==> config.mk <==
export PLATFORM = sky130hd
export DESIGN_NAME = mmio_req_router
export DESIGN_NICKNAME = d
export VERILOG_FILES = /design/src/hdl/mmio_pkg.sv /design/src/hdl/mmio_req_router.sv
export VERILOG_INCLUDE_DIRS = /design/src /design/src/hdl
export SDC_FILE = /design/constraint.sdc
export NUM_CORES = 1
export LEC_CHECK = 0
export CAP_MARGIN = 10
export CORE_MARGIN = 2
export CORE_UTILIZATION = 30
export DETAILED_ROUTE_END_ITERATION = 6
export DONT_BUFFER_PORTS = 1
export PLACE_DENSITY_LB_ADDON = 0.05
export SYNTH_ARGS = -nofsm -noshare
export SYNTH_HDL_FRONTEND = slang
export SYNTH_SLANG_ARGS = --single-unit
==> constraint.sdc <==
create_clock -name clk -period 14.6 [get_ports clk]
set_input_delay 1.46 -clock clk [delete_from_list [all_inputs] [get_ports clk]]
set_output_delay 1.46 -clock clk [all_outputs]
set_load 0.02 [all_outputs]
==> src/hdl/mmio_consts.svh <==
// Tag, address, register count and bank wait-state constants for the MMIO subsystem
`ifndef MMIO_CONSTS_SVH
`define MMIO_CONSTS_SVH

// Tag width, which allows 16 reads in flight at once
`define MMIO_TAG_BITS 4

// Byte address width of a host MMIO request
// Bit 9 picks the bank and bits 7:3 pick the register
`define MMIO_ADDR_BITS 10

// Number of 64-bit registers in each bank
`define CSR_REGS 32

// Extra cycles the slow bank spends before it completes a command
`define SLOW_BANK_WAIT 3

`endif

==> src/hdl/mmio_pkg.sv <==
// Host request, read tracking, AFU response and bank command types
`default_nettype none

`include "mmio_consts.svh"

package mmio_pkg;

    // Tag of a host read, also used to index the completion tag table
    typedef logic [`MMIO_TAG_BITS-1:0] mmio_tag_t;
    // Byte address of a host request
    typedef logic [`MMIO_ADDR_BITS-1:0] mmio_addr_t;
    typedef logic [15:0] req_id_t;
    // Byte count of a request, either 4 or 8
    typedef logic [11:0] byte_cnt_t;
    typedef logic [63:0] csr_data_t;
    // Register index inside one bank
    typedef logic [$clog2(`CSR_REGS)-1:0] reg_idx_t;
    // Low address bits that a completion reports back
    typedef logic [6:0] lower_addr_t;

    // One request as the host presents it
    typedef struct packed {
        mmio_tag_t tag;
        req_id_t   req_id;
        mmio_addr_t addr;
        byte_cnt_t byte_cnt;
        logic      wr;
        csr_data_t wr_data;
    } mmio_host_req_t;

    // Details of a read that the completion needs later
    typedef struct packed {
        mmio_tag_t   tag;
        req_id_t     req_id;
        byte_cnt_t   byte_cnt;
        lower_addr_t lower_addr;
    } mmio_rd_meta_t;

    // Read data from a bank, still carrying the tag of its request
    typedef struct packed {
        mmio_tag_t tag;
        csr_data_t payload;
    } mmio_afu_rsp_t;

    // Command held on a bank channel while its req is high
    typedef struct packed {
        reg_idx_t  idx;
        logic      wr;
        csr_data_t wr_data;
        mmio_tag_t tag;
    } bank_req_t;

endpackage

`default_nettype wire

==> src/hdl/mmio_req_router.sv <==
// Host request router that dispatches to two banks over four-phase req/ack
`timescale 1ns/1ps
`default_nettype none

`include "mmio_consts.svh"

module mmio_req_router import mmio_pkg::*;
(
    input  logic                 clk,
    input  logic                 reset_n,

    input  mmio_host_req_t       host_req,
    input  logic                 host_req_valid,
    output logic                 host_req_ready,

    output mmio_rd_meta_t        rd_track,
    output logic                 rd_track_valid,

    output bank_req_t [1:0]      bank_cmd,
    output logic [1:0]           bank_req,
    input  logic [1:0]           bank_ack
);

    // Phases of one bank channel
    typedef enum logic [1:0] {
        CH_IDLE,
        CH_REQ,
        CH_WAIT_DROP
    } ch_state_t;

    ch_state_t ch_state [2];
    logic      running;
    logic      sel;
    logic      accept;

    // The top address bit names the target bank
    assign sel = host_req.addr[`MMIO_ADDR_BITS-1];

    // Ready stays low until the first edge after reset is released
    assign host_req_ready = running && (ch_state[sel] == CH_IDLE);
    assign accept = host_req_valid && host_req_ready;

    always_ff @(posedge clk)
    begin
        if (!reset_n)
        begin
            running <= 1'b0;
            rd_track_valid <= 1'b0;
            ch_state[0] <= CH_IDLE;
            ch_state[1] <= CH_IDLE;
        end
        else
        begin
            running <= 1'b1;
            // Only reads are tracked, so writes never reach the tag table
            rd_track_valid <= accept && !host_req.wr;

            for (int b = 0; b < 2; b++)
            begin
                case (ch_state[b])
                    CH_IDLE:
                        if (accept && (sel == b[0]))
                            ch_state[b] <= CH_REQ;
                    // Req is held until the bank says its work is done
                    CH_REQ:
                        if (bank_ack[b])
                            ch_state[b] <= CH_WAIT_DROP;
                    // The channel is free only once ack has fallen again
                    CH_WAIT_DROP:
                        if (!bank_ack[b])
                            ch_state[b] <= CH_IDLE;
                    default:
                        ch_state[b] <= CH_IDLE;
                endcase
            end
        end
    end

    // Command and read details are captured at accept and held stable
    always_ff @(posedge clk)
    begin
        if (accept)
        begin
            bank_cmd[sel].idx <= host_req.addr[3 +: $bits(reg_idx_t)];
            bank_cmd[sel].wr <= host_req.wr;
            bank_cmd[sel].wr_data <= host_req.wr_data;
            bank_cmd[sel].tag <= host_req.tag;

            rd_track.tag <= host_req.tag;
            rd_track.req_id <= host_req.req_id;
            rd_track.byte_cnt <= host_req.byte_cnt;
            rd_track.lower_addr <= host_req.addr[6:0];
        end
    end

    assign bank_req[0] = (ch_state[0] == CH_REQ);
    assign bank_req[1] = (ch_state[1] == CH_REQ);

endmodule

`default_nettype wire

==> flow_summary.ini <==
[clocking]
clkTransAtPathRegs_ns = 0.07
clock_latency_ns = 0.42
postCtsSetupBuffers = 0
cts_resized = 0
cts_buffers = 17
cts.sinks = 193
hold_buffers = 0
clockBufferDepth = 2
root_buffer = clkbuf_16
cts_tree = yes
cts_htree_levels = 4

[power_and_ir_drop]
swShare_pct = 21.7
p_sw_w = 0.000247
power_density_nw_per_um2 = 163
pwr-share-seq_pct = 57.5
totalPowerFinal_w = 0.00114
p_clk_share_pct = 41.2
peakVddDrop_mv = 0.0713
p_int_w = 0.000892
power_leakage_nw = 2.15
pwr-share-comb_pct = 1.4

[detailed_routing]
wirelength_mm = 12.1
vias = 2290
first_pass_iters = 4
detail_route.iter0.violations = 80
drc = 0
routedWlPerCell_um = 22.9
routed_via_density = 4.34
ant_nets = 0

[logic_synthesis]
syn_nets = 339
ys_types = 20
yosys-top-cells-area = edfxtp_1 (95%), dfxtp_1 (1.0%), nor2b_1 (0.63%)
synth_top_area_share_pct = 95.2
synth_common_cells = edfxtp_1 (190), nor2b_1 (6), and2_1 (4), nor2_1 (4)
synthArstFlopShare_pct = 0
yosysWarnings = 0
postSynthCellCount = 227
syn_area_sq_um = 5990
ys.flop_type = edfxtp_1
synth_top_area_cell = edfxtp_1
synth_area_per_cell_sq_um = 26.4
yosysMostFrequentCell = edfxtp_1
synth-seq-cells = 193
synth_edf_count = 190
synth-seq-area-share_pct = 96.2

[global_routing]
antenna_found_initial = 1
grt_pass1_wl_mm = 17.2
groute.usage.overall_pct = 11.5
overflow = 0
grt_max_degree = 75
grt_pass1_vias = 2419

[job]
max_cap_violations = 0

[critical_path]
crit_type = in -> out
startpoint = host_req[86]
r2r-end = rd_track[5]$_DFFE_PN_
crit_chain = nor3_1 > a21oi_1 > nor2b_1
slowest_stage = nor2b_1
crit_fanout = 13
max_stage_delay_ns = 0.42
r2r_start = ch_state[0][0]$_SDFFCE_PP0P_
arrival_ns = 2.18
rrSetupSlack_ns = 12.59
critPathRequiredTime_ns = 13.14
endpoint = host_req_ready
r2r_cells = 3
cp-start-kind = primary input
end_kind = output port

[sta]
tns_ns = 0
relSlewSlack_pct = 28.6
period_minus_slack_ns = 3.64
rsz0062_at_grt = no
fin_skew_ns = 0.0171
drv_slew = 0
fin_crit_sh_pct = 25.0
timing.final.ws_setup_ns = 10.96
setup_viol = 0
fmax_ghz = 0.274
hold_viol = 0
worstMarginPinSlew_ns = 1.07

[cells_and_area]
final_cells = 528
syn2layout_area_growth_pct = 16.3
nFillCells = 1832
layout-drive-gt1-share_pct = 16.1
layout.nets = 360

[floorplanning]
core-area_sq_um = 19500
io_pins = 303
die_area_sq_um = 21100
die_w_um = 145
start_util_pct = 30.7
rows = 51
die_y_um = 145

[placement]
place.port_buffers = 0
preCtsSetupSlack_ns = 10.94
gp_congestion = 0.690
post-place-cells = 494
hpwl_mm = 8.17

[min_path]
hold_class = reg -> reg

[status]
status = finished clean
stage by stage:
| step | cell area (sq um) | util, % | hold WS [ns] |
|---|---|---|---|
| finish | 6970 | 35.7 | 0.654 |
| global route | 6970 | 35.7 | 0.701 |
| CTS | 6970 | 35.7 | 0.656 |
| detailed placement | 6360 | 32.6 | 0.647 |
| global placement | 6360 | 32.6 | 0.638 |
| floorplan | 5990 | - | 0.549 |
worst min-delay path by stage:
| stage | start | endpoint | slack, ns | cells after the start |
|---|---|---|---|---|
| 3_3_place_gp | ch_state[1][0]$_SDFFE_PP0P_ | ch_state[1][1]$_DFFE_PP_ | 0.64 | 2 |
| 6_report | ch_state[1][0]$_SDFFE_PP0P_ | ch_state[1][1]$_DFFE_PP_ | 0.65 | 2 |
| 5_1_grt | ch_state[1][0]$_SDFFE_PP0P_ | ch_state[1][1]$_DFFE_PP_ | 0.70 | 2 |
| 3_5_place_dp | ch_state[1][0]$_SDFFE_PP0P_ | ch_state[1][1]$_DFFE_PP_ | 0.65 | 2 |
| 2_1_floorplan | running$_DFF_P_ | rd_track_valid$_SDFF_PN0_ | 0.55 | 2 |
| 4_1_cts | ch_state[1][0]$_SDFFE_PP0P_ | ch_state[1][1]$_DFFE_PP_ | 0.66 | 2 |
kinds of logic after synthesis:
logic type      count (synthesis)  share of synthesized area, %
flops                         193                          96.2
simple gates                   28                          2.78
mux                             3                         0.605
compound gates                  2                         0.355
buf+inv                         1                        0.0626
placed cells by master, fill, tap and decap left out, drive strengths merged:
master    instances
nand3             1
and2              4
and2b             1
nor3              3
buf               3
clkbuf           18
and3              1
inv               4
edfxtp          190
mux2              2
o311ai            1
nor2              4
nor4b             1
nand2b            2
nand4b            1
bufinv            2
nand2             3
nor2b             6
nor4              1
dfxtp             3
clkinvlp          3
a21oi             1
clkinv            5
diode             2
mux2i             1
area by class of cell:
cell class / instances / area, sq um / share of cell area, %
repair buffers: 3 / 22.5 / 0.323
multi-input cells: 33 / 243 / 3.48
flip-flops and latches: 193 / 5770 / 82.7
diodes: 2 / 5.00 / 0.0718
clock buffers: 18 / 429 / 6.15
well taps: 265 / 332 / 4.76
clock inverters: 14 / 176 / 2.53
worst max-delay path: cells and delay by family:
family / cells / cell delay [ns]
AND/OR/NAND/NOR: 2 / 0.59
AO/OA/AOI/OAI: 1 / 0.13
metal layers:
metal / global-route usage, % / routed length, um / vias up
li1: - / - / 954
met1: 11.0 / 4130 / 1143
met2: 18.7 / 6130 / 184
met3: 8.56 / 1630 / 9
met4: 4.51 / 183 / 0
met5: 0 / 0 / -
flip-flops by register name (all words and copies together) (netlist names):
register / count
running: 1
rd_track_valid: 1
ch_state: 4
rd_track: 39
bank_cmd: 148
power groups by stage:
stage / combinational (W) / sequential [W] / clock (W)
3_3_place_gp: 0.0000161 / 0.000668 / 0
6_report: 0.0000154 / 0.000654 / 0.000469
2_1_floorplan: 0.0000114 / 0.000666 / 0
5_1_grt: 0.0000176 / 0.000656 / 0.000511
4_1_cts: 0.0000162 / 0.000655 / 0.000487
3_5_place_dp: 0.0000162 / 0.000667 / 0
No activity file was read; power rests on OpenSTA's default activity.
