===== config.mk =====
export PLATFORM = sky130hd
export DESIGN_NAME = rsp_arbiter
export DESIGN_NICKNAME = d
export VERILOG_FILES = /design/src/hdl/mmio_pkg.sv /design/src/hdl/rsp_arbiter.sv
export VERILOG_INCLUDE_DIRS = /design/src /design/src/hdl
export SDC_FILE = /design/constraint.sdc
export NUM_CORES = 1
export LEC_CHECK = 0
export ABC_AREA = 1
export BUFFER_PORTS_ARGS = -buffer_cell sky130_fd_sc_hd__buf_4
export CAP_MARGIN = 10
export CORE_AREA = 2 2 83 85
export DETAILED_ROUTE_END_ITERATION = 7
export DIE_AREA = 0 0 85 87
export SKIP_LAST_GASP = 1
export SLEW_MARGIN = 0
export SYNTH_ARGS = -nofsm -noshare
export SYNTH_HDL_FRONTEND = slang
export SYNTH_SLANG_ARGS = --single-unit

===== constraint.sdc =====
create_clock -name clk -period 2.1 [get_ports clk]
set_clock_uncertainty 0.2 [all_clocks]
set_input_delay 0.42 -clock clk [delete_from_list [all_inputs] [get_ports clk]]
set_output_delay 0.42 -clock clk [all_outputs]
set_load 0.005 [all_outputs]

===== src/hdl/mmio_consts.svh =====
// Tag, address, register count and bank wait-state constants for the MMIO subsystem
`ifndef MMIO_CONSTS_SVH
`define MMIO_CONSTS_SVH

// Tag width, which allows 16 reads in flight at once
`define MMIO_TAG_BITS 4

// Byte address width of a host MMIO request
// Bit 9 picks the bank and bits 7:3 pick the register
`define MMIO_ADDR_BITS 10

// Number of 64-bit registers in each bank
`define CSR_REGS 32

// Extra cycles the slow bank spends before it completes a command
`define SLOW_BANK_WAIT 3

`endif


===== src/hdl/mmio_pkg.sv =====
// Host request, read tracking, AFU response and bank command types
`default_nettype none

`include "mmio_consts.svh"

package mmio_pkg;

    // Tag of a host read, also used to index the completion tag table
    typedef logic [`MMIO_TAG_BITS-1:0] mmio_tag_t;
    // Byte address of a host request
    typedef logic [`MMIO_ADDR_BITS-1:0] mmio_addr_t;
    typedef logic [15:0] req_id_t;
    // Byte count of a request, either 4 or 8
    typedef logic [11:0] byte_cnt_t;
    typedef logic [63:0] csr_data_t;
    // Register index inside one bank
    typedef logic [$clog2(`CSR_REGS)-1:0] reg_idx_t;
    // Low address bits that a completion reports back
    typedef logic [6:0] lower_addr_t;

    // One request as the host presents it
    typedef struct packed {
        mmio_tag_t tag;
        req_id_t   req_id;
        mmio_addr_t addr;
        byte_cnt_t byte_cnt;
        logic      wr;
        csr_data_t wr_data;
    } mmio_host_req_t;

    // Details of a read that the completion needs later
    typedef struct packed {
        mmio_tag_t   tag;
        req_id_t     req_id;
        byte_cnt_t   byte_cnt;
        lower_addr_t lower_addr;
    } mmio_rd_meta_t;

    // Read data from a bank, still carrying the tag of its request
    typedef struct packed {
        mmio_tag_t tag;
        csr_data_t payload;
    } mmio_afu_rsp_t;

    // Command held on a bank channel while its req is high
    typedef struct packed {
        reg_idx_t  idx;
        logic      wr;
        csr_data_t wr_data;
        mmio_tag_t tag;
    } bank_req_t;

endpackage

`default_nettype wire


===== src/hdl/rsp_arbiter.sv =====
// Round-robin merge of the two bank response streams onto one AFU stream
`timescale 1ns/1ps
`default_nettype none

module rsp_arbiter import mmio_pkg::*;
(
    input  logic                clk,
    input  logic                reset_n,

    input  mmio_afu_rsp_t [1:0] in_rsp,
    input  logic [1:0]          in_valid,
    output logic [1:0]          in_ready,

    output mmio_afu_rsp_t       out_rsp,
    output logic                out_valid,
    input  logic                out_ready
);

    logic last_grant;
    logic hold;
    logic grant;

    // A response left waiting keeps its grant until it is taken
    // Otherwise a tie goes to the bank that was not served last
    always_comb
    begin
        if (hold)
            grant = last_grant;
        else if (in_valid[0] && in_valid[1])
            grant = ~last_grant;
        else
            grant = in_valid[1];
    end

    always_ff @(posedge clk)
    begin
        if (!reset_n)
        begin
            // Bank 0 wins the first tie
            last_grant <= 1'b1;
            hold <= 1'b0;
        end
        else if (out_valid)
        begin
            last_grant <= grant;
            hold <= !out_ready;
        end
        else
        begin
            hold <= 1'b0;
        end
    end

    assign out_rsp = in_rsp[grant];
    assign out_valid = in_valid[grant];

    // Only the granted bank sees ready, so the other keeps its data
    assign in_ready[0] = out_ready && !grant;
    assign in_ready[1] = out_ready && grant;

endmodule

`default_nettype wire


==> summary.md, run 1 <==
### Clock tree
* number of buffers inserted for hold repair after clock tree synthesis: 0
* TritonCTS sink count: 2
* count of instances resized after the clock tree is built: 0
* number of buffers created by CTS: 3
* H-Tree Level Count: 1
* clk buf depth: 2
* Clk Latency, worst-skew pair: 0.21 ns
* TritonCTS clock tree: done
* CTS Root Buffer Type: sky130_fd_sc_hd__clkbuf_8
* clock-pin slew on the worst setup and hold paths: 0.03 ns

### Synth
* number of warnings issued by yosys: 0
* flops & latches, synth: 2
* distinct cell type count after synthesis: 13
* gate count of the mapped netlist: 236
* mean cell area of the mapped netlist: 4.08 sq um
* synthesized netlist net count: 377
* post-synthesis cell area: 962 sq um
* proportion of synthesized chip area in sequential cells: 4.16%

### Global route
* combined global-route utilization of all metal layers: 13.5%
* via count of the first global-routing pass: 1900
* met3 Resource Use GR: 4.27%
* most utilized layer in the global route result: met2
* M2 GR Usage: 26.7%
* first-pass GRT wire length: 8270 um
* number of antenna violations at the first check in global routing: 0
* routing usage on met1: 13.2%
* pin count of the biggest net entering global routing: 43
* gr ovfl total: 0

### Pwr
* Gate power share: 80.3%
* leakage power summed over all cells: 1.75 nW
* Flop pwr share: 4.3%
* PwrDens: 369 nW/um^2
* part of the power in the clock network: 15.4%
* worst vdd rail ir drop: 0.170 mV
* switching part of the total: 36.0%
* internal power component: 0.640 mW
* Final Power: 1.00 mW
* net switching power of the design: 0.359 mW

### STA
* worst hold slack: 0.211 ns
* Slew @ Worst Pin: 0.176 ns
* RSZ-0062 raised after global routing: true
* max frequency: 504 MHz
* total count of max-transition violations in the final report: 0
* portion of the clock cycle consumed by the worst path in the final layout: 94.5%
* setup total negative slack: 0 ns
* number of failing hold endpoints at the final stage: 0
* normalized max-slew margin: 88.2%
* Worst Slack Setup Final: 0.114 ns
* Setup violations, final: 0
* final critical path time including I/O delays and setup: 1.99 ns

### Floorplan
* number of rows created at floorplan: 30
* floorplan core area: 6570 sq um
* x dimension of the die: 85 um
* initial standard-cell utilization of the core: 14.6%
* Die Height: 87 um
* die area: 7400 sq um
* I/O pins: 212

### Placement
* count of buffers inserted at the top-level ports: 211
* dpl hpwl: 4640 um
* worst setup slack after placement: 0.143 ns
* area of placed instances: 2640 sq um
* number of cells in the design after placement: 517
* final weighted congestion in routability-driven placement: 0.747

### Worst hold path
* type of the worst min-delay path: input port to flip-flop
* origin of the worst min-delay path: reset_n

### Critical path
* data arrival time of the critical path: 1.37 ns
* largest fanout on the critical path: 27
* critical path's most frequent cell: sky130_fd_sc_hd__nand2_1
* Worst setup EP type: primary output
* required time of the critical path: 1.48 ns
* beginning of the worst register-to-register path: hold
* Crit Path Category: flip-flop to primary output
* biggest cell delay along the critical path: 0.33 ns
* CP top delay family: buffers and inverters
* cell-by-cell listing of the critical path: nand2_1 > nand3_2 > nand2_2 > inv_2 > buf_12 > nand2_1 > nand2_1 > buf_4
* critical path startpoint: last_grant
* count of buffering cells on the critical path with inverters included: 3
* slowest stage cell, crit path: sky130_fd_sc_hd__dfxtp_1
* kind of start point of the critical path: flip-flop

### Finish
* post-route standard cell area excluding fillers: 2710 sq um
* nets: 584
* most common cell after layout, fill and taps aside: sky130_fd_sc_hd__buf_4
* final std cells w/o fill: 521
* Diodes inserted: 0
* commonest cells after routing, fill and taps aside: sky130_fd_sc_hd__buf_4 (211), sky130_fd_sc_hd__nand2_1 (210), sky130_fd_sc_hd__buf_12 (4)
* Synth-to-Final Area Change: 182%
* Core Util, Final: 41.2%
* fraction of final layout cells with drive strength greater than 1: 50.3%

### Route
* Routed WL per cell: 11.0 um
* count of antenna-violating nets left after detailed routing: 0
* DR vias: 2140
* Post-Route WL: 5750 um
* number of search-and-repair iterations in the first detailed-routing pass: 4
* number of remaining DRC errors: 0
* initial drt markers: 43
* vias per cell: 4.11

### Run
* number of max-cap violations: 0

### Outcome
* run status: complete, no violations

logic make-up after synthesis:
group | share of synthesized area (%)
flops | 4.16
simple gates | 85.4
buf+inv | 9.88
compound gates | 0.520
area by class of cell:
class / instances / area, sq um
Sequential cell: 2 / 40.0
Inverter: 3 / 11.3
Clock buffer: 3 / 41.3
Timing Repair Buffer: 216 / 1690
Tap cell: 80 / 100
Multi-Input combinational cell: 217 / 827
Fill cell: 744 / 3860
worst paths after layout:
check,to,cells after the start,slack [ns]
worst min-delay path,last_grant,2,0.21
worst min register to register,last_grant,2,0.28
worst max-delay path,out_rsp[39],8,0.11
worst max register to register,hold,6,0.82
registers in the layout, indices dropped and copies added, names as in the netlist:
| name | count |
|---|---|
| hold | 1 |
| last_grant | 1 |
timing repair:
action / CTS / global route
hold endpoints to repair: 0 / 0
setup endpoints to repair: 0 / 16
buffers inserted: 0 / 0
synth_stat cells (all sizes together):
cell    number  share of area (%)
dfxtp        2                4.2
a21oi        1               0.52
nand3        3                2.1
nand2      211                 83
inv          3                1.2
nor2         2               0.78
clkbuf       1               0.39
buf         13                8.3
per-layer routing:
metal | up-vias | part of all wire, % | wire [um]
met5 | - | 0 | 0
met4 | 0 | 0.94 | 54
met3 | 4 | 11 | 609
met2 | 122 | 53 | 3030
met1 | 906 | 36 | 2050
li1 | 1108 | - | -
power by group through the flow:
stage / registers [mW] / logic (mW) / clock network, mW
6_report: 0.0430 / 0.803 / 0.154
5_1_grt: 0.0437 / 0.886 / 0.162
4_1_cts: 0.0431 / 0.798 / 0.160
3_5_place_dp: 0.0435 / 0.796 / 0
3_3_place_gp: 0.0435 / 0.790 / 0
2_1_floorplan: 0.0432 / 0.280 / 0
Note: power is estimated with default switching activity, not from simulation.
==> inputs of run 2 (changes only) <==
Settings changed: ABC_AREA 1 to not set, CORE_AREA 2 2 83 85 to 2 2 82 84, DIE_AREA 0 0 85 87 to 0 0 84 86, PLACE_DENSITY set to 0.81.
==> run 2 against run 1 <==
Compared with the run above: the flow now finishes with violations (setup timing); die area is 2.3% lower; utilization is 31 points higher; sequential power is 13% higher; cell area is 67% higher; sequential cell count stayed put; setup slack worse by 0.17 ns; maximum frequency is 8.1% lower; register-to-register slack worse by 0.08 ns; largest power group unchanged.
==> summary.md, run 2 <==
### Outcome
* run status: finished, violations left
* violated checks: setup timing

### Synth
* synthesized netlist net count: 476
* flops & latches, synth: 2
* Most used DFF post-synth: sky130_fd_sc_hd__dfxtp_1
* mean cell area of the mapped netlist: 7.22 sq um
* gate count of the mapped netlist: 335
* post-synthesis simple-gate area fraction: 20.5%
* Commonest cells post-synth: sky130_fd_sc_hd__a2bb2oi_1 (68), sky130_fd_sc_hd__inv_1 (68), sky130_fd_sc_hd__or3_1 (68), sky130_fd_sc_hd__o221a_2 (52), sky130_fd_sc_hd__clkbuf_1 (25)
* synthesized-area fraction occupied by adder cells: 0%
* dominant combinational cell family by area after synthesis: compound AO/OA/AOI/OAI gates
* cell type with the largest total area after synthesis: sky130_fd_sc_hd__a2bb2oi_1
* xor and xnor fraction of the mapped netlist area: 0%
* distinct cell type count after synthesis: 25
* most area-consuming cells after synthesis: sky130_fd_sc_hd__a2bb2oi_1 (25%), sky130_fd_sc_hd__o221a_2 (24%), sky130_fd_sc_hd__or3_1 (18%)
* number of warnings issued by yosys: 0
* post-synthesis cell area: 2420 sq um
* share of the synthesized area in compound gates (AO/OA/AOI/OAI): 57.9%
* fraction of post-synthesis cell area in the top cell type by area: 24.6%
* Post-synth ARST share: 0%
* Post-synth EDFFs: 0
* multiplexer fraction of the synthesized cell area: 0%
* proportion of synthesized chip area in sequential cells: 1.66%

### Finish
* nets: 672
* fraction of final layout cells with drive strength greater than 1: 59.6%
* Diodes inserted: 0
* most common cell after layout, fill and taps aside: sky130_fd_sc_hd__buf_4
* largest registers: hold x1, last_grant x1
* commonest cells after routing, fill and taps aside: sky130_fd_sc_hd__buf_4 (215), sky130_fd_sc_hd__inv_1 (68), sky130_fd_sc_hd__or3_1 (68)
* final std cells w/o fill: 607
* Synth-to-Final Area Change: 87.3%

### Critical path
* count of buffering cells on the critical path with inverters included: 4
* required time of the critical path: 1.48 ns
* Worst setup EP type: primary output
* beginning of the worst register-to-register path: hold
* kind of start point of the critical path: input port
* depth of the worst register-to-register path: 4
* setup slack of the most critical reg-to-reg path: 0.74 ns
* cell-by-cell listing of the critical path: buf_4 > nor2b_2 > o21ai_4 > buf_12 > clkbuf_16 > o221a_2 > buf_4
* Crit Path Category: input port to primary output
* critical path startpoint: in_valid[1]
* data arrival time of the critical path: 1.54 ns
* largest fanout on the critical path: 14
* slowest stage cell, crit path: sky130_fd_sc_hd__o221a_2
* critical path's most frequent cell: sky130_fd_sc_hd__buf_4
* worst reg2reg endpoint: hold
* CP top delay family: buffers and inverters
* biggest cell delay along the critical path: 0.27 ns

### Route
* Post-Route WL: 11100 um
* number of remaining DRC errors: 0
* initial drt markers: 181
* DR vias: 3623
* number of search-and-repair iterations in the first detailed-routing pass: 4
* vias per cell: 5.97
* Routed WL per cell: 18.2 um
* count of antenna-violating nets left after detailed routing: 0

### STA
* final critical path time including I/O delays and setup: 2.16 ns
* Slew @ Worst Pin: 0.258 ns
* Worst Slack Setup Final: -0.0602 ns
* normalized max-slew margin: 82.8%
* RSZ-0062 raised after global routing: true
* portion of the clock cycle consumed by the worst path in the final layout: 103%
* max frequency: 463 MHz
* worst hold slack: 0.181 ns
* number of failing hold endpoints at the final stage: 0
* total count of max-transition violations in the final report: 0
* Setup violations, final: 65

### Floorplan
* die area: 7220 sq um
* floorplan core area: 6280 sq um
* Die Height: 86 um
* number of rows created at floorplan: 29
* x dimension of the die: 84 um
* initial standard-cell utilization of the core: 38.5%
* I/O pins: 212

### Placement
* dpl hpwl: 7230 um
* count of buffers inserted at the top-level ports: 211
* final weighted congestion in routability-driven placement: 0.790
* worst setup slack after placement: -0.00611 ns
* number of cells in the design after placement: 590

### Clock tree
* Clk Latency, worst-skew pair: 0.22 ns
* TritonCTS clock tree: done
* clock-pin slew on the worst setup and hold paths: 0.03 ns
* CTS Root Buffer Type: sky130_fd_sc_hd__clkbuf_8
* number of buffers inserted for hold repair after clock tree synthesis: 0
* H-Tree Level Count: 1
* TritonCTS sink count: 2
* clk buf depth: 2
* number of buffers created by CTS: 3

### Global route
* first-pass GRT wire length: 15500 um
* combined global-route utilization of all metal layers: 25.1%
* pin count of the biggest net entering global routing: 68
* gr ovfl total: 0
* number of antenna violations at the first check in global routing: 0
* via count of the first global-routing pass: 3364

### Pwr
* Final Power: 1.54 mW
* worst vdd rail ir drop: 0.217 mV
* leakage power summed over all cells: 2.29 nW
* PwrDens: 339 nW/um^2

### Worst hold path
* WHS Endpoint: last_grant
* type of the worst min-delay path: input port to flip-flop
* origin of the worst min-delay path: reset_n
* number of stages on the worst hold path: 2

### Run
* number of max-cap violations: 0

-- run 2: area by class of cell --
type	count	area, sq um
well taps	77	96.3
clock buffers	4	45.0
fillers	491	1750
inverters	68	255
repair buffers	236	2050
flip-flops and latches	2	47.5
multi-input cells	220	2040
-- run 2: logic make-up after synthesis --
logic type	Yosys count
compound gates	141
buf+inv	114
flops	2
simple gates	78
-- run 2: worst max-delay path by stage --
stage	end	slack (ns)	cells past startpoint
CTS	out_rsp[0]	-0.04	5
finish	out_rsp[43]	-0.06	7
global route	out_rsp[27]	-0.1	5
global placement	out_rsp[15]	-0.009	6
detailed placement	out_rsp[0]	-0.006	6
floorplan	out_rsp[66]	0.19	5
-- run 2: stage by stage --
stage / instance area, sq um / TNS (ns) / util (%)
floorplan: 2420 / 0 / -
CTS: 4150 / -0.578 / 66.2
global route: 4530 / -5.04 / 72.1
global placement: 4100 / -0.00935 / 65.3
finish: 4530 / -2.28 / 72.1
detailed placement: 4100 / -0.00920 / 65.3
-- run 2: power by group --
| group | total (mW) | switching [mW] | internal, mW |
|---|---|---|---|
| sequential | 0.0485 | 0.00784 | 0.0406 |
| clock | 0.165 | 0.0359 | 0.129 |
| combinational | 1.32 | 0.507 | 0.816 |
| total | 1.54 | 0.551 | 0.986 |
-- run 2: layer usage --
metal / part of all wire [%] / global-route usage (%) / vias up
met1: 39 / 28.9 / 1712
li1: - / - / 1713
met4: 1.9 / 8.50 / 0
met5: 0 / 0 / -
met2: 52 / 46.5 / 178
met3: 7.5 / 4.62 / 20
-- run 2: what timing repair did --
item,in CTS,in global routing
cloned,0,11
endpoints found under the setup margin,69,70
buffers inserted,0,2
pin swaps,0,10
gates resized for setup,3,20
