==> config.mk <==
export PLATFORM = sky130hd
export DESIGN_NAME = mmio_cpl_gen
export DESIGN_NICKNAME = d
export VERILOG_FILES = /design/src/hdl/mmio_pkg.sv /design/src/hdl/tlp_pkg.sv /design/src/hdl/cpl_fifo2.sv /design/src/hdl/mmio_cpl_gen.sv
export VERILOG_INCLUDE_DIRS = /design/src /design/src/hdl
export SDC_FILE = /design/constraint.sdc
export NUM_CORES = 1
export LEC_CHECK = 0
export ABC_AREA = 1
export BUFFER_PORTS_ARGS = -buffer_cell sky130_fd_sc_hd__buf_2
export CORE_ASPECT_RATIO = 0.9
export CORE_MARGIN = 2
export CORE_UTILIZATION = 40
export DETAILED_ROUTE_END_ITERATION = 16
export PLACE_DENSITY = 0.54
export SLEW_MARGIN = 20
export SYNTH_ARGS = -nofsm -noshare
export SYNTH_HDL_FRONTEND = slang
export SYNTH_HIERARCHICAL = 1
export SYNTH_SLANG_ARGS = --single-unit
==> constraint.sdc <==
create_clock -name clk -period 8.83 [get_ports clk]
set_input_delay 1.3245 -clock clk [delete_from_list [all_inputs] [get_ports clk]]
set_output_delay 1.3245 -clock clk [all_outputs]
set_load 0.01 [all_outputs]
==> src/hdl/mmio_consts.svh <==
// Tag, address, register count and bank wait-state constants for the MMIO subsystem
`ifndef MMIO_CONSTS_SVH
`define MMIO_CONSTS_SVH

// Tag width, which allows 16 reads in flight at once
`define MMIO_TAG_BITS 4

// Byte address width of a host MMIO request
// Bit 9 picks the bank and bits 7:3 pick the register
`define MMIO_ADDR_BITS 10

// Number of 64-bit registers in each bank
`define CSR_REGS 32

// Extra cycles the slow bank spends before it completes a command
`define SLOW_BANK_WAIT 3

`endif

==> src/hdl/mmio_pkg.sv <==
// Host request, read tracking, AFU response and bank command types
`default_nettype none

`include "mmio_consts.svh"

package mmio_pkg;

    // Tag of a host read, also used to index the completion tag table
    typedef logic [`MMIO_TAG_BITS-1:0] mmio_tag_t;
    // Byte address of a host request
    typedef logic [`MMIO_ADDR_BITS-1:0] mmio_addr_t;
    typedef logic [15:0] req_id_t;
    // Byte count of a request, either 4 or 8
    typedef logic [11:0] byte_cnt_t;
    typedef logic [63:0] csr_data_t;
    // Register index inside one bank
    typedef logic [$clog2(`CSR_REGS)-1:0] reg_idx_t;
    // Low address bits that a completion reports back
    typedef logic [6:0] lower_addr_t;

    // One request as the host presents it
    typedef struct packed {
        mmio_tag_t tag;
        req_id_t   req_id;
        mmio_addr_t addr;
        byte_cnt_t byte_cnt;
        logic      wr;
        csr_data_t wr_data;
    } mmio_host_req_t;

    // Details of a read that the completion needs later
    typedef struct packed {
        mmio_tag_t   tag;
        req_id_t     req_id;
        byte_cnt_t   byte_cnt;
        lower_addr_t lower_addr;
    } mmio_rd_meta_t;

    // Read data from a bank, still carrying the tag of its request
    typedef struct packed {
        mmio_tag_t tag;
        csr_data_t payload;
    } mmio_afu_rsp_t;

    // Command held on a bank channel while its req is high
    typedef struct packed {
        reg_idx_t  idx;
        logic      wr;
        csr_data_t wr_data;
        mmio_tag_t tag;
    } bank_req_t;

endpackage

`default_nettype wire

==> src/hdl/tlp_pkg.sv <==
// Completion TLP format type, header and full completion types
`default_nettype none

package tlp_pkg;

    // Header field widths follow the completion header layout
    typedef logic [9:0]  tlp_len_t;
    typedef logic [11:0] tlp_byte_cnt_t;
    typedef logic [15:0] tlp_req_id_t;
    typedef logic [6:0]  tlp_lower_addr_t;
    typedef logic [7:0]  tlp_tag_t;
    typedef logic [63:0] tlp_payload_t;

    // Format and type byte of a TLP
    // Only completion with data leaves this subsystem
    typedef enum logic [7:0] {
        FMTTYPE_MRD32 = 8'h00,
        FMTTYPE_MWR32 = 8'h40,
        FMTTYPE_CPL   = 8'h0a,
        FMTTYPE_CPLD  = 8'h4a
    } tlp_fmttype_t;

    typedef struct packed {
        tlp_fmttype_t    fmttype;
        tlp_len_t        length;
        tlp_byte_cnt_t   byte_count;
        tlp_req_id_t     requester_id;
        tlp_lower_addr_t lower_addr;
        tlp_tag_t        tag;
    } tlp_cpl_hdr_t;

    // One completion is a header and a single 64-bit payload
    typedef struct packed {
        tlp_cpl_hdr_t hdr;
        tlp_payload_t payload;
    } cpl_tlp_t;

endpackage

`default_nettype wire

==> src/hdl/cpl_fifo2.sv <==
// Two-entry FIFO with registered occupancy and notFull/notEmpty flags
`timescale 1ns/1ps
`default_nettype none

module cpl_fifo2
#(
    parameter int DATA_BITS = 64
)
(
    input  logic                 clk,
    input  logic                 reset_n,

    input  logic [DATA_BITS-1:0] enq_data,
    input  logic                 enq_en,
    output logic                 not_full,

    output logic [DATA_BITS-1:0] first,
    input  logic                 deq_en,
    output logic                 not_empty
);

    logic [DATA_BITS-1:0] mem [2];
    logic                 wr_ptr;
    logic                 rd_ptr;
    logic [1:0]           count;

    always_ff @(posedge clk)
    begin
        if (!reset_n)
        begin
            wr_ptr <= 1'b0;
            rd_ptr <= 1'b0;
            count <= '0;
        end
        else
        begin
            if (enq_en)
                wr_ptr <= ~wr_ptr;
            if (deq_en)
                rd_ptr <= ~rd_ptr;
            // Enqueue and dequeue together leave the count unchanged
            count <= count + {1'b0, enq_en} - {1'b0, deq_en};
        end
    end

    always_ff @(posedge clk)
    begin
        if (enq_en)
            mem[wr_ptr] <= enq_data;
    end

    assign first = mem[rd_ptr];
    assign not_full = (count != 2'd2);
    assign not_empty = (count != 2'd0);

endmodule

`default_nettype wire

==> src/hdl/mmio_cpl_gen.sv <==
// Completion generator with read tag table, response FIFO and registered TLP output
`timescale 1ns/1ps
`default_nettype none

module mmio_cpl_gen import mmio_pkg::*, tlp_pkg::*;
(
    input  logic          clk,
    input  logic          reset_n,

    input  mmio_rd_meta_t rd_track,
    input  logic          rd_track_valid,

    input  mmio_afu_rsp_t afu_rsp,
    input  logic          afu_rsp_valid,
    output logic          afu_rsp_ready,

    output cpl_tlp_t      cpl,
    output logic          cpl_valid,
    input  logic          cpl_ready
);

    localparam int TAGS = 1 << $bits(mmio_tag_t);
    localparam int ENTRY_BITS = $bits(mmio_afu_rsp_t) + $bits(mmio_rd_meta_t);

    // Details of every outstanding read, indexed by its tag
    mmio_rd_meta_t tag_table [TAGS];
    mmio_rd_meta_t afu_rsp_meta;

    mmio_afu_rsp_t fifo_rsp;
    mmio_rd_meta_t fifo_meta;
    logic          fifo_deq;
    logic          fifo_not_empty;
    logic          out_free;
    tlp_cpl_hdr_t  cpl_hdr;

    // The table always accepts, since a tag is reused only after it completes
    always_ff @(posedge clk)
    begin
        if (rd_track_valid)
            tag_table[rd_track.tag] <= rd_track;
    end

    // Look up the original read while the response is on the bus
    assign afu_rsp_meta = tag_table[afu_rsp.tag];

    // Response and its read details travel together through the FIFO
    // A full FIFO pushes back on the arbiter and so on the banks
    cpl_fifo2
    #(
        .DATA_BITS(ENTRY_BITS)
    )
    rsp_fifo
    (
        .clk,
        .reset_n,
        .enq_data({afu_rsp, afu_rsp_meta}),
        .enq_en(afu_rsp_valid && afu_rsp_ready),
        .not_full(afu_rsp_ready),
        .first({fifo_rsp, fifo_meta}),
        .deq_en(fifo_deq),
        .not_empty(fifo_not_empty)
    );

    // The output register may load when empty or when its TLP is taken
    assign out_free = cpl_ready || !cpl_valid;
    assign fifo_deq = fifo_not_empty && out_free;

    // Header of a completion with data for the oldest response
    always_comb
    begin
        cpl_hdr = '0;
        cpl_hdr.fmttype = FMTTYPE_CPLD;
        // Length counts dwords, so 4 bytes give 1 and 8 bytes give 2
        cpl_hdr.length = tlp_len_t'(fifo_meta.byte_cnt >> 2);
        cpl_hdr.byte_count = fifo_meta.byte_cnt;
        cpl_hdr.requester_id = fifo_meta.req_id;
        cpl_hdr.lower_addr = fifo_meta.lower_addr;
        cpl_hdr.tag = tlp_tag_t'(fifo_rsp.tag);
    end

    always_ff @(posedge clk)
    begin
        if (!reset_n)
            cpl_valid <= 1'b0;
        else if (out_free)
            cpl_valid <= fifo_not_empty;
    end

    // Payload and header hold while the host holds off ready
    always_ff @(posedge clk)
    begin
        if (fifo_deq)
        begin
            cpl.hdr <= cpl_hdr;
            cpl.payload <= fifo_rsp.payload;
        end
    end

endmodule

`default_nettype wire

==> impl_metrics.json, run 1 <==
{
  "status": "completed",
  "required_ns": 9.21,
  "routedWlPerCell_um": 19.89,
  "skew_ns": 0.01417,
  "viasPerCell": 4.847,
  "port_buffers": 226,
  "min-delay-start": "rsp_fifo/rd_ptr$_SDFFE_PN0P_",
  "hold_violations": 0,
  "endpoint_kind": "register",
  "fillers": 7760,
  "reg2reg_setup_slack_ns": 6.14,
  "place_ws_ns": 4.564,
  "hold_class": "register to register",
  "hold_ws_ns": 0.4954,
  "final_nets": 3098,
  "tightest_slew_ns": 1.171,
  "p_leak_nw": 16.18,
  "grt.total_usage_pct": 18.29,
  "cp_max_fo": 134,
  "firstDrtPassIters": 5,
  "arrival_ns": 4.02,
  "clock_latency_ns": 0.63,
  "area_delta_synth_final_pct": 14.04,
  "antenna_found_initial": 13,
  "power.density_nw_per_um2": 258.0,
  "irDropWorstVdd_v": 0.0001513,
  "first_iter_violations": 1584,
  "critical_path.top_delay_family": "buffers and inverters",
  "finalCritPeriodShare_pct": 41.21,
  "core_um2": 87510,
  "gp_congestion": 0.7536,
  "syn_area_um2": 35280,
  "cts_tree": "yes",
  "grt_max_degree": 135,
  "cts_setup_buffers": 0,
  "cts_buffer_depth": 3,
  "reg2reg_depth": 7,
  "setup_viol": 0,
  "clkSlewWorstSetupHoldPaths_ns": 0.06,
  "final.setup.tns_ns": 0,
  "post-route-drc-count": 0,
  "drive_above_1_share_pct": 16.76,
  "place_area_um2": 37260,
  "hold_buffers": 0,
  "max-cap-violations": 0,
  "path_depth": 8,
  "whs_path_depth": 2,
  "die_height_um": 285.8,
  "clock_sinks": 875,
  "path_buf_inv": 3,
  "start_kind": "input port",
  "fin_ws_ns": 5.191,
  "crit_chain": "clkbuf_8 -> inv_6 -> buf_4 -> nand2_1 -> nand3_1 -> nand3_1 -> nand3_1 -> nand2_1",
  "critPathKind": "input port to register",
  "vias": 20460,
  "rows": 103,
  "start_util_pct": 40.32,
  "h-tree-depth": 3,
  "slew_headroom_pct": 21.93,
  "place_hpwl_mm": 41.81,
  "period_needed_ns": 3.639,
  "final_area_um2": 40240,
  "fmax_mhz": 274.8,
  "die_x_um": 317.1,
  "synth_warnings": 6,
  "slew_violations": 0,
  "crit_top_cell": "nand3_1",
  "cts_buffers": 90,
  "cp_slowest_cell": "buf_4",
  "r2r_start": "rsp_fifo/count[0]$_SDFF_PN0_",
  "critPathMaxStageDelay_ns": 0.91,
  "syn_area_per_cell_um2": 12.68,
  "die_area_um2": 90600,
  "routed_wl_mm": 83.97,
  "rsz0062_at_grt": "no",
  "ant_nets": 0,
  "cts_resized": 0,
  "grt_overflow": 0,
  "ioPinCount": 239,
  "grt_pass1_vias": 19850,
  "r2r-end": "rsp_fifo/mem[1][65]$_DFFE_PP_",
  "cts-root-buf": "clkbuf_16",
  "grt_pass1_wl_mm": 123.7,
  "final_core_util_pct": 45.98,
  "synthCells": 2783
}
## sequential cells by signal, indices dropped and copies added, names as in the netlist, named ones only
register	count
cpl_valid	1
cpl	103
rsp_fifo/count	2
rsp_fifo/rd_ptr	1
rsp_fifo/mem	206
rsp_fifo/wr_ptr	1
tag_table	560
## layout make-up
cell class | instances | area [um2] | area share (%)
Clock buffer | 107 | 2369 | 5.887
Clock inverter | 62 | 595.6 | 1.480
Sequential cell | 875 | 26220 | 65.16
Antenna cell | 5 | 12.51 | 0.03110
Inverter | 436 | 1652 | 4.105
Multi-Input combinational cell | 1320 | 6539 | 16.25
Timing Repair Buffer | 261 | 1405 | 3.492
Tap cell | 1155 | 1445 | 3.592
## per-layer routing
layer / vias up / GRT usage [%] / part of all wire [%]
li1: 9665 / - / -
met1: 10000 / 24.96 / 44
met2: 633 / 29.86 / 47
met3: 140 / 3.857 / 6.5
met4: 18 / 4.611 / 1.9
met5: - / 0 / 0.15
## tightest hold or removal path: cells and delay by family (launching register included)
kind / cells / cell delay (ns)
AND/OR/NAND/NOR: 2 / 0.14
flip-flops: 1 / 0.32
## cell usage in the layout (no fill, tap or decap), types with 3 or more instances in the layout
| cell type | count |
|---|---|
| nand2_1 | 752 |
| clkinv_1 | 29 |
| clkbuf_1 | 14 |
| inv_6 | 4 |
| edfxtp_1 | 869 |
| nor2_4 | 17 |
| conb_1 | 12 |
| bufinv_16 | 11 |
| inv_1 | 432 |
| clkbuf_16 | 92 |
| mux2_2 | 73 |
| nor2_1 | 7 |
| buf_4 | 36 |
| dfxtp_1 | 5 |
| diode_2 | 5 |
| clkinv_8 | 3 |
| nand3_1 | 422 |
| clkinv_2 | 15 |
| buf_2 | 224 |
| mux2_4 | 30 |
## stage by stage
step                power [mW]  instances
global placement         6.681       4047
CTS                      10.51       4216
global route             10.79       4218
detailed placement       6.717       4047
finish                   10.38       4221
floorplan                6.204       2793
## report_power, final
part	switching, mW	leakage, nW	internal [mW]
Sequential	0.163	8.02	5.12
Combinational	0.836	6.71	0.479
Clock	1.55	1.45	2.23
## how the worst max path moves through the flow
stage | slack (ns) | start | endpoint
floorplan | 1.00 | cpl_ready | rsp_fifo/count[1]$_SDFF_PN0_
global route | 5.01 | afu_rsp[64] | rsp_fifo/mem[0][22]$_DFFE_PP_
global placement | 4.61 | afu_rsp[64] | rsp_fifo/mem[0][26]$_DFFE_PP_
CTS | 5.24 | afu_rsp[64] | rsp_fifo/mem[0][22]$_DFFE_PP_
finish | 5.19 | afu_rsp[64] | rsp_fifo/mem[0][22]$_DFFE_PP_
detailed placement | 4.56 | afu_rsp[64] | rsp_fifo/mem[0][22]$_DFFE_PP_
Note: power is estimated with default switching activity, not from simulation.
==> run 2: changes to the inputs <==
- ABC_AREA: 1 -> 0
- PLACE_DENSITY: 0.54 -> 0.55
- clock period: 8.83 -> 3.8 ns (I/O delays scaled with it)
==> impl_metrics.json, run 2 <==
{
  "status": "completed",
  "hold_buffers": 0,
  "first_iter_violations": 1228,
  "finalCritPeriodShare_pct": 57.41,
  "final_common_cell": "edfxtp_1",
  "fillers": 6558,
  "hold_violations": 0,
  "internal_power_mw": 17.66,
  "grt.total_usage_pct": 16.92,
  "rows": 98,
  "start_kind": "register",
  "seqPwrFrac_pct": 52.4,
  "slew_violations": 0,
  "p_switching_mw": 5.554,
  "cp_max_fo": 29,
  "clkSlewWorstSetupHoldPaths_ns": 0.06,
  "min-delay-start": "afu_rsp[50]",
  "max-cap-violations": 0,
  "synthCells": 1357,
  "slew_headroom_pct": 36.60,
  "syn_area_per_cell_um2": 23.68,
  "arrival_ns": 2.46,
  "port_buffers": 226,
  "fin_cells": 2761,
  "grt_overflow": 0,
  "rsz0062_at_grt": "no",
  "power.density_nw_per_um2": 619.7,
  "required_ns": 4.08,
  "p_comb_share_pct": 12.6,
  "top_regs": "tag_table (560), rsp_fifo/mem (206), cpl (103)",
  "use_met3_pct": 3.848,
  "syn_area_um2": 32130,
  "ioPinCount": 239,
  "gp_congestion": 0.7000,
  "antenna_found_initial": 8,
  "start_util_pct": 40.44,
  "vias": 14430,
  "fmax_mhz": 458.4,
  "period_needed_ns": 2.182,
  "critPathKind": "register to register",
  "busiest_layer": "met2",
  "use_met1_pct": 24.10,
  "clock_sinks": 875,
  "place_area_um2": 34770,
  "cts_resized": 0,
  "place_inst": 2601,
  "largest_reg_flops": 560,
  "regMostFlops": "tag_table",
  "viasPerCell": 5.225,
  "endpoint_kind": "register",
  "cts-root-buf": "clkbuf_16",
  "grt_use_met2_pct": 26.41,
  "synth_warnings": 6,
  "routedWlPerCell_um": 25.26,
  "post-route-drc-count": 0,
  "h-tree-depth": 3,
  "grt_pass1_wl_mm": 100.8,
  "die_area_um2": 82620,
  "die_height_um": 272.9,
  "die_x_um": 302.8,
  "grt_max_degree": 105,
  "p_leak_nw": 12.39,
  "firstDrtPassIters": 5,
  "clock_latency_ns": 0.65,
  "final.setup.tns_ns": 0,
  "register_area_um2": 26220,
  "final_area_um2": 37460,
  "grt_pass1_vias": 15020,
  "r2r_start": "rsp_fifo/count[0]$_SDFF_PN0_",
  "drive_above_1_share_pct": 39.05,
  "cts_buffers": 89,
  "irDropWorstVdd_v": 0.0004100,
  "hold_class": "input port to register",
  "place_hpwl_mm": 37.01,
  "area_delta_synth_final_pct": 16.57,
  "clock_power_share_pct": 35.0,
  "cp-startpoint": "rsp_fifo/count[0]$_SDFF_PN0_",
  "multi_input_area_um2": 5562,
  "setup_viol": 0,
  "mostFrequentLayoutCells": "edfxtp_1 (869), buf_2 (224), mux4_2 (140), clkbuf_16 (89), mux2_2 (73)",
  "swShare_pct": 23.93,
  "cts_tree": "yes",
  "cts_buffer_depth": 3,
  "final_nets": 1756,
  "ant_nets": 0,
  "routed_wl_mm": 69.74,
  "cts_setup_buffers": 0,
  "tightest_slew_ns": 0.9488,
  "skew_ns": 0.01948,
  "core_um2": 79460
}
-- run 2: changes by cell type in the layout (fill, tap and decap cells not counted), moves of 7 or more --
cell / previous run / this run
a22oi_1: 0 / 70
buf_12: 0 / 16
buf_4: 36 / 28
bufinv_16: 11 / 4
clkinv_1: 29 / 13
clkinv_2: 15 / 26
inv_1: 432 / 2
mux4_2: 0 / 140
nand2_1: 752 / 37
nand3_1: 422 / 1
nor2_1: 7 / 0
-- run 2: metrics by stage --
| step | util, % | total power, mW | setup slack [ns] | hold slack [ns] |
|---|---|---|---|---|
| global placement | 43.76 | 15.37 | 1.132 | 0.5259 |
| detailed placement | 43.76 | 15.41 | 1.138 | 0.5309 |
| CTS | 47.13 | 23.58 | 1.572 | 0.07705 |
| global route | 47.13 | 24.17 | 1.510 | 0.08601 |
| floorplan | - | 14.13 | 0.1398 | 0.5231 |
| finish | 47.14 | 23.21 | 1.618 | 0.1242 |
-- run 2: final timing paths --
| kind | to | slack [ns] | cells after the start |
|---|---|---|---|
| setup / recovery | rsp_fifo/mem[1][43]$_DFFE_PP_ | 1.62 | 5 |
| setup reg to reg | rsp_fifo/mem[1][43]$_DFFE_PP_ | 1.62 | 5 |
| hold reg to reg | cpl[42]$_DFFE_PP_ | 0.54 | 1 |
| hold / removal | rsp_fifo/mem[0][89]$_DFFE_PP_ | 0.12 | 1 |
-- run 2: power by group through the flow --
stage	Sequential [mW]	Clock (mW)	Combinational [mW]
after floorplan	12.5	0	1.63
after global placement	12.4	0	3.01
after detailed placement	12.4	0	3.03
after CTS	12.2	8.36	3.04
after global routing	12.3	8.72	3.20
final	12.2	8.12	2.93
-- run 2: final cells by class --
class	instances	share of cell area (%)
diodes	3	0.02004
clock buffers	104	6.096
clock inverters	53	1.069
inverters	2	0.02004
multi-input cells	405	14.85
flip-flops and latches	875	69.99
well taps	1050	3.507
repair buffers	269	4.446
-- run 2: worst max-delay path, cell delays in order, from the launching register on --
cell	delay, ns
dfxtp_1	0.32
inv_1	0.05
nand2_1	0.07
and2_1	0.20
and2_4	0.62
buf_4	0.50
-- run 2: per-layer routing --
metal  up-vias  part of all wire [%]
li1       6217                     -
met1      7650                    44
met2       443                    47
met3       106                   7.0
met4        10                   1.9
met5         -                 0.092
